File: config.mk
export PLATFORM = sky130hd
export DESIGN_NAME = mem_ring_top
export DESIGN_NICKNAME = d
export VERILOG_FILES = /design/src/ring_pkg.sv /design/src/mem_ring_top.sv /design/src/rsp_collector.sv /design/src/mem_node.sv /design/src/req_injector.sv
export SDC_FILE = /design/constraint.sdc
export NUM_CORES = 2
export LEC_CHECK = 0
export BUFFER_PORTS_ARGS = -buffer_cell sky130_fd_sc_hd__buf_2
export CORE_UTILIZATION = 67
export CTS_CLUSTER_SIZE = 14
export DETAILED_ROUTE_END_ITERATION = 7
export PLACE_DENSITY = 0.84
export SLEW_MARGIN = 40
export SYNTH_ARGS = -nofsm -noshare
export SYNTH_HDL_FRONTEND = slang
export SYNTH_SLANG_ARGS = --single-unit
File: constraint.sdc
create_clock -name clk -period 7.4 [get_ports clk]
set_input_delay 0.74 -clock clk [delete_from_list [all_inputs] [get_ports clk]]
set_output_delay 0.74 -clock clk [all_outputs]
set_load 0.02 [all_outputs]
File: src/ring_pkg.sv
package ring_pkg;

  // byte address and data word on every ring link
  typedef logic [31:0] addr_t;
  typedef logic [31:0] data_t;

  // bit k enables byte lane k
  typedef logic [3:0] mask_t;

  // ring shape
  localparam int NODE_COUNT  = 4;
  localparam int SLICE_WORDS = 16;

  // one window per slice, four bytes per word
  localparam int SLICE_BYTES = SLICE_WORDS * $bits(mask_t);

  // slice k starts at MEM_BASE + k * SLICE_BYTES
  localparam addr_t MEM_BASE = 32'h0000_0000;

  // word inside a slice, address bits 5:2
  typedef logic [$clog2(SLICE_WORDS)-1:0] word_idx_t;

  // injector fifo depth, also the host's starting credits
  localparam int CREDITS = 4;

  // wide enough to hold CREDITS itself
  typedef logic [$clog2(CREDITS+1)-1:0] credit_cnt_t;

endpackage
File: src/mem_ring_top.sv
`timescale 1ns/10ps

module mem_ring_top (
  input  logic             clk,
  input  logic             i_reset,
  input  logic             i_req_valid,
  input  logic             i_req_write,
  input  ring_pkg::addr_t  i_req_addr,
  input  ring_pkg::mask_t  i_req_wmask,
  input  ring_pkg::data_t  i_req_wdata,
  output logic             o_req_credit,
  output logic             o_rsp_valid,
  output ring_pkg::data_t  o_rsp_data,
  output logic             o_rsp_error
);

  import ring_pkg::*;

  // link n feeds slice n, link NODE_COUNT feeds the collector
  logic   ring_req   [NODE_COUNT+1];
  logic   ring_ack   [NODE_COUNT+1];
  logic   ring_write [NODE_COUNT+1];
  addr_t  ring_addr  [NODE_COUNT+1];
  mask_t  ring_wmask [NODE_COUNT+1];
  data_t  ring_data  [NODE_COUNT+1];

  // nothing is acknowledged before the first slice
  assign ring_ack[0] = 1'b0;

  req_injector u_injector (
    .clk          (clk),
    .i_reset      (i_reset),
    .i_req_valid  (i_req_valid),
    .i_req_write  (i_req_write),
    .i_req_addr   (i_req_addr),
    .i_req_wmask  (i_req_wmask),
    .i_req_wdata  (i_req_wdata),
    .o_req_credit (o_req_credit),
    .o_ring_req   (ring_req[0]),
    .o_ring_write (ring_write[0]),
    .o_ring_addr  (ring_addr[0]),
    .o_ring_wmask (ring_wmask[0]),
    .o_ring_data  (ring_data[0])
  );

  for (genvar n = 0; n < NODE_COUNT; n++)
  begin : g_node
    mem_node #(
      .NODE_INDEX (n)
    ) u_node (
      .clk     (clk),
      .i_reset (i_reset),
      .i_req   (ring_req[n]),
      .i_ack   (ring_ack[n]),
      .i_write (ring_write[n]),
      .i_addr  (ring_addr[n]),
      .i_wmask (ring_wmask[n]),
      .i_data  (ring_data[n]),
      .o_req   (ring_req[n+1]),
      .o_ack   (ring_ack[n+1]),
      .o_write (ring_write[n+1]),
      .o_addr  (ring_addr[n+1]),
      .o_wmask (ring_wmask[n+1]),
      .o_data  (ring_data[n+1])
    );
  end

  rsp_collector u_collector (
    .clk         (clk),
    .i_reset     (i_reset),
    .i_ring_req  (ring_req[NODE_COUNT]),
    .i_ring_ack  (ring_ack[NODE_COUNT]),
    .i_ring_data (ring_data[NODE_COUNT]),
    .o_rsp_valid (o_rsp_valid),
    .o_rsp_data  (o_rsp_data),
    .o_rsp_error (o_rsp_error)
  );

endmodule

File: src/rsp_collector.sv
`timescale 1ns/10ps

module rsp_collector (
  input  logic             clk,
  input  logic             i_reset,
  input  logic             i_ring_req,
  input  logic             i_ring_ack,
  input  ring_pkg::data_t  i_ring_data,
  output logic             o_rsp_valid,
  output ring_pkg::data_t  o_rsp_data,
  output logic             o_rsp_error
);

  logic unclaimed;
  logic done;

  // req still high at the end of the ring means no slice owns the address
  assign unclaimed = i_ring_req & ~i_ring_ack;
  assign done      = i_ring_ack | unclaimed;

  always_ff @(posedge clk)
  begin
    if (i_reset)
    begin
      o_rsp_valid <= 1'b0;
      o_rsp_error <= 1'b0;
    end
    else
    begin
      o_rsp_valid <= done;
      o_rsp_error <= unclaimed;
    end
  end

  // unclaimed requests return zero
  always_ff @(posedge clk)
  begin
    if (unclaimed)
    begin
      o_rsp_data <= '0;
    end
    else
    begin
      o_rsp_data <= i_ring_data;
    end
  end

endmodule

File: src/mem_node.sv
`timescale 1ns/10ps

module mem_node #(
  parameter int NODE_INDEX = 0
) (
  input  logic             clk,
  input  logic             i_reset,
  input  logic             i_req,
  input  logic             i_ack,
  input  logic             i_write,
  input  ring_pkg::addr_t  i_addr,
  input  ring_pkg::mask_t  i_wmask,
  input  ring_pkg::data_t  i_data,
  output logic             o_req,
  output logic             o_ack,
  output logic             o_write,
  output ring_pkg::addr_t  o_addr,
  output ring_pkg::mask_t  o_wmask,
  output ring_pkg::data_t  o_data
);

  import ring_pkg::*;

  // one byte array per lane
  logic [7:0]  lane_mem [$bits(mask_t)][SLICE_WORDS];

  addr_t       win_base;
  addr_t       win_offset;
  word_idx_t   word_idx;
  logic        hit;

  assign win_base = MEM_BASE + addr_t'(NODE_INDEX * SLICE_BYTES);

  // addresses below the base wrap to a large offset and miss
  assign win_offset = i_addr - win_base;
  assign word_idx   = win_offset[$bits(word_idx_t)+1:2];
  assign hit        = i_req & (win_offset < addr_t'(SLICE_BYTES));

  // a claimed request leaves with req low and ack high
  always_ff @(posedge clk)
  begin
    if (i_reset)
    begin
      o_req <= 1'b0;
      o_ack <= 1'b0;
    end
    else
    begin
      o_req <= i_req & ~hit;
      o_ack <= i_ack | hit;
    end
  end

  // link fields pass through every clock
  always_ff @(posedge clk)
  begin
    o_write <= i_write;
    o_addr  <= i_addr;
    o_wmask <= i_wmask;
    o_data  <= i_data;

    if (hit)
    begin
      for (int k = 0; k < $bits(mask_t); k++)
      begin
        // old contents go back, also on a write
        o_data[8*k +: 8] <= lane_mem[k][word_idx];

        if (i_write & i_wmask[k])
        begin
          lane_mem[k][word_idx] <= i_data[8*k +: 8];
        end
      end
    end
  end

endmodule

File: src/req_injector.sv
`timescale 1ns/10ps

module req_injector (
  input  logic             clk,
  input  logic             i_reset,
  input  logic             i_req_valid,
  input  logic             i_req_write,
  input  ring_pkg::addr_t  i_req_addr,
  input  ring_pkg::mask_t  i_req_wmask,
  input  ring_pkg::data_t  i_req_wdata,
  output logic             o_req_credit,
  output logic             o_ring_req,
  output logic             o_ring_write,
  output ring_pkg::addr_t  o_ring_addr,
  output ring_pkg::mask_t  o_ring_wmask,
  output ring_pkg::data_t  o_ring_data
);

  import ring_pkg::*;

  logic                        fifo_write [CREDITS];
  addr_t                       fifo_addr  [CREDITS];
  mask_t                       fifo_wmask [CREDITS];
  data_t                       fifo_data  [CREDITS];
  logic [$clog2(CREDITS)-1:0]  wr_ptr;
  logic [$clog2(CREDITS)-1:0]  rd_ptr;
  credit_cnt_t                 count;
  logic                        pop;

  // the ring never stalls, so the head leaves whenever there is one
  assign pop          = (count != '0);
  assign o_req_credit = pop;

  always_ff @(posedge clk)
  begin
    if (i_reset)
    begin
      wr_ptr <= '0;
      rd_ptr <= '0;
      count  <= '0;
    end
    else
    begin
      if (i_req_valid)
      begin
        wr_ptr <= (int'(wr_ptr) == CREDITS - 1) ? '0 : wr_ptr + 1'b1;
      end
      if (pop)
      begin
        rd_ptr <= (int'(rd_ptr) == CREDITS - 1) ? '0 : rd_ptr + 1'b1;
      end
      count <= count + credit_cnt_t'(i_req_valid) - credit_cnt_t'(pop);
    end
  end

  // entry storage
  always_ff @(posedge clk)
  begin
    if (i_req_valid)
    begin
      fifo_write[wr_ptr] <= i_req_write;
      fifo_addr[wr_ptr]  <= i_req_addr;
      fifo_wmask[wr_ptr] <= i_req_wmask;
      fifo_data[wr_ptr]  <= i_req_wdata;
    end
  end

  // link 0
  always_ff @(posedge clk)
  begin
    if (i_reset)
    begin
      o_ring_req <= 1'b0;
    end
    else
    begin
      o_ring_req <= pop;
    end
  end

  always_ff @(posedge clk)
  begin
    if (pop)
    begin
      o_ring_write <= fifo_write[rd_ptr];
      o_ring_addr  <= fifo_addr[rd_ptr];
      o_ring_wmask <= fifo_wmask[rd_ptr];
      o_ring_data  <= fifo_data[rd_ptr];
    end
  end

endmodule

==> impl_metrics.env <==
export IMPL_status="finished, final reports clean"
export IMPL_fin_crit_sh_pct=64.1
export IMPL_endpoint_kind="flip-flop"
export IMPL_final_max_slew_violation_count=0
export IMPL_finalPower_mw=44.0
export IMPL_clk_pin_slew_worst_paths_ps=70
export IMPL_ios=107
export IMPL_setup_tns_ps=0
export IMPL_ant_nets=0
export IMPL_drt_pre_antenna_iters=7
export IMPL_insertion_delay_ps=890
export IMPL_syn_area_um2=99000
export IMPL_cp_slowest_cell="nor2_1"
export IMPL_power_frac_clock_pct=28.1
export IMPL_rows=140
export IMPL_synth_top_cell_area_share_pct=72.3
export IMPL_synthCells=4326
export IMPL_critPathArrivalTime_ps=5220
export IMPL_tightest_slew_ps=908
export IMPL_fin_area_um2=110000
export IMPL_cp_cell_sequence="inv_1 > ha_1 > nor4b_1 > a31oi_1 > nand2b_1 > nor4_4 > nand3_2 > nor2_1"
export IMPL_htreeDepth=4
export IMPL_path_class="reg -> reg"
export IMPL_switching_share_pct=30.0
export IMPL_holdWs_ps=75.8
export IMPL_finalHoldViolations=0
export IMPL_antenna_found_initial=10
export IMPL_async_flop_share_pct=0
export IMPL_post_cts_buffers=0
export IMPL_critPathMaxFanout=16
export IMPL_place_ws_ps=3230
export IMPL_cts_sinks=2666
export IMPL_synth_area_top_cells="edfxtp_1 72%, mux4_2 16%, dfxtp_1 5.7%, mux2_2 1.0%, nor2_1 0.85%"
export IMPL_p_sw_mw=13.2
export IMPL_avgRoutedWirePerCell_um=35.7
export IMPL_cts_buffer_depth=3
export IMPL_placedCellCount=6198
export IMPL_setup_viol=0
export IMPL_max_cap_viol_count=0
export IMPL_cp_top_family="simple AND/OR/NAND/NOR gates"
export IMPL_placed_cell_area_um2=102000
export IMPL_layout_drive_gt1_share_pct=31.6
export IMPL_path_buf_inv=1
export IMPL_grt_max_degree=78
export IMPL_post_cts_resized=0
export IMPL_min_period_ps=4740
export IMPL_p_leak_nw=34.7
export IMPL_avgSynthCellArea_um2=22.9
export IMPL_final_core_util_pct=75.3
export IMPL_yosysTopAreaCell="edfxtp_1"
export IMPL_hpwlAfterDp_um=130000
export IMPL_rsz0062_at_grt="no"
export IMPL_fin_nets=4607
export IMPL_ir_worst_vdd_mv=0.468
export IMPL_ys_seq_elements=2666
export IMPL_instances_no_fill=6657
export IMPL_synthTopCellsByCount="2383 x edfxtp_1, 707 x mux4_2, 283 x dfxtp_1, 223 x nor2_1, 131 x clkbuf_1"
export IMPL_yosys_warnings=0
export IMPL_wl_um=238000
export IMPL_cts_tree="done"
export IMPL_core_region_area_um2=146000
export IMPL_vias=47600
export IMPL_vias_per_cell=7.15
export IMPL_drc=0
export IMPL_chipWidth_um=386
export IMPL_yosysMostFrequentCell="edfxtp_1"
export IMPL_grt_ovfl_total=0
export IMPL_critPathLaunchType="flip-flop"
export IMPL_maxSlewHeadroom_pct=38.9
export IMPL_io_buffers=104
export IMPL_min_path_type="in -> reg"
export IMPL_synth_edf_count=2383
export IMPL_ys_types=63
export IMPL_grt_pass1_wl_um=346000
export IMPL_fillers=6865
export IMPL_critPathRequiredTime_ps=7880
export IMPL_die_area_um2=149000
export IMPL_skew_ps=49.3
export IMPL_area_growth_pct=11.1
export IMPL_dr_first_iter_drc_count=6614
export IMPL_grt_pass1_vias=49300
export IMPL_cts_buffers=240
export IMPL_p_seq_share_pct=50.5
export IMPL_synth_ff_type="edfxtp_1"
export IMPL_die_h_um=386
export IMPL_p_int_mw=30.8
export IMPL_max_stage_delay_ps=900
export IMPL_initial_core_util_pct=67.7
export IMPL_pwr_share_comb_pct=21.5
export IMPL_power_density_nw_per_um2=400
export IMPL_setup_slack_ps=2660
export IMPL_max_freq_mhz=211
export IMPL_place_gp_congestion=0.832
export IMPL_cts_root_buf="clkbuf_16"
export IMPL_gr_usage_all_layers_pct=32.8
export IMPL_ys_seq_area_share_pct=78.0
export IMPL_ctsHoldBuffers=0
export IMPL_synth_fp_nets=4407
worst register-to-register path: stages, from the launching register on:
cell and delay, ps:
dfxtp_1 370, inv_1 90, ha_1 280, nor4b_1 660, a31oi_1 220, nand2b_1 270, nor4_4 790, nand3_2 770
nor2_1 900
power groups by stage:
stage / Sequential, mW / Clock, mW / Combinational, mW
6_report: 22.2 / 12.4 / 9.45
5_1_grt: 22.4 / 12.9 / 9.76
4_1_cts: 22.2 / 12.4 / 9.35
2_1_floorplan: 20.9 / 0 / 6.74
3_5_place_dp: 22.3 / 0 / 8.97
3_3_place_gp: 22.1 / 0 / 8.47
registers in the layout, summed over array words and instances (netlist names):
signal and flops:
g_node.u_node.lane_mem 2048, g_node.u_node.o_ack 4, g_node.u_node.o_addr 90, g_node.u_node.o_data 128
g_node.u_node.o_req 4, g_node.u_node.o_wmask 12, g_node.u_node.o_write 3, u_collector.o_rsp_data 32
u_collector.o_rsp_error 1, u_collector.o_rsp_valid 1, u_injector.count 3, u_injector.fifo_addr 120
u_injector.fifo_data 128, u_injector.fifo_wmask 16, u_injector.fifo_write 4, u_injector.o_ring_addr 30
u_injector.o_ring_data 32, u_injector.o_ring_req 1, u_injector.o_ring_wmask 4, u_injector.o_ring_write 1
u_injector.rd_ptr 2, u_injector.wr_ptr 2
path summary, 6_finish.rpt:
| path | startpoint | end | slack [ps] | cells after the start |
|---|---|---|---|---|
| setup / recovery | g_node[1].u_node.o_addr[7]$_DFF_P_ | g_node[2].u_node.lane_mem[0][85]$_DFFE_PP_ | 2660 | 8 |
| hold / removal | i_req_addr[3] | u_injector.fifo_addr[0][3]$_DFFE_PP_ | 80 | 1 |
| setup reg to reg | g_node[1].u_node.o_addr[7]$_DFF_P_ | g_node[2].u_node.lane_mem[0][85]$_DFFE_PP_ | 2660 | 8 |
| hold reg to reg | g_node[0].u_node.o_addr[31]$_DFF_P_ | g_node[1].u_node.o_addr[31]$_DFF_P_ | 360 | 0 |
layout by cell type, fill, tap and decap left out, types with 36 or more instances in the layout:
master,count
edfxtp_1,2383
mux4_2,707
dfxtp_1,268
clkbuf_16,246
nor2_1,153
buf_2,104
mux2_2,89
nor2_2,70
clkbuf_1,66
nand3_1,45
buf_4,42
clkinv_2,41
nand2_1,36
nor3_1,36
layer usage:
metal / global-route usage [%] / share of wire, % / up-vias
met3: 5.49 / 8.5 / 705
li1: - / - / 18500
met5: 0 / 0.025 / -
met2: 56.9 / 53 / 3584
met4: 15.5 / 5.4 / 10
met1: 40.8 / 33 / 24800
cell families (layout without fill, tap and decap cells):
family	count (synthesis)	after routing	synth area share [%]
adders and majority gates	9	9	0.121
AOI/OAI and AO/OA	36	36	0.283
muxes	837	837	17.7
other	0	4	0
buffers and inverters	235	645	1.03
DFF	2666	2666	78.0
and+or+nand+nor	540	540	2.83
xor gates and xnor gates	3	3	0.0266
area by class of cell:
cell class,count,area [um2],area share (%)
inverter,14,55.1,0.0501
antenna,4,10.0,0.00910
sequential,2666,77300,70.3
multi-input combinational,1425,21100,19.2
clock buffer,346,6870,6.25
timing repair buffer,179,1380,1.26
clock inverter,106,881,0.801
tap,1917,2400,2.18
Power figures use the tool's default switching activity.
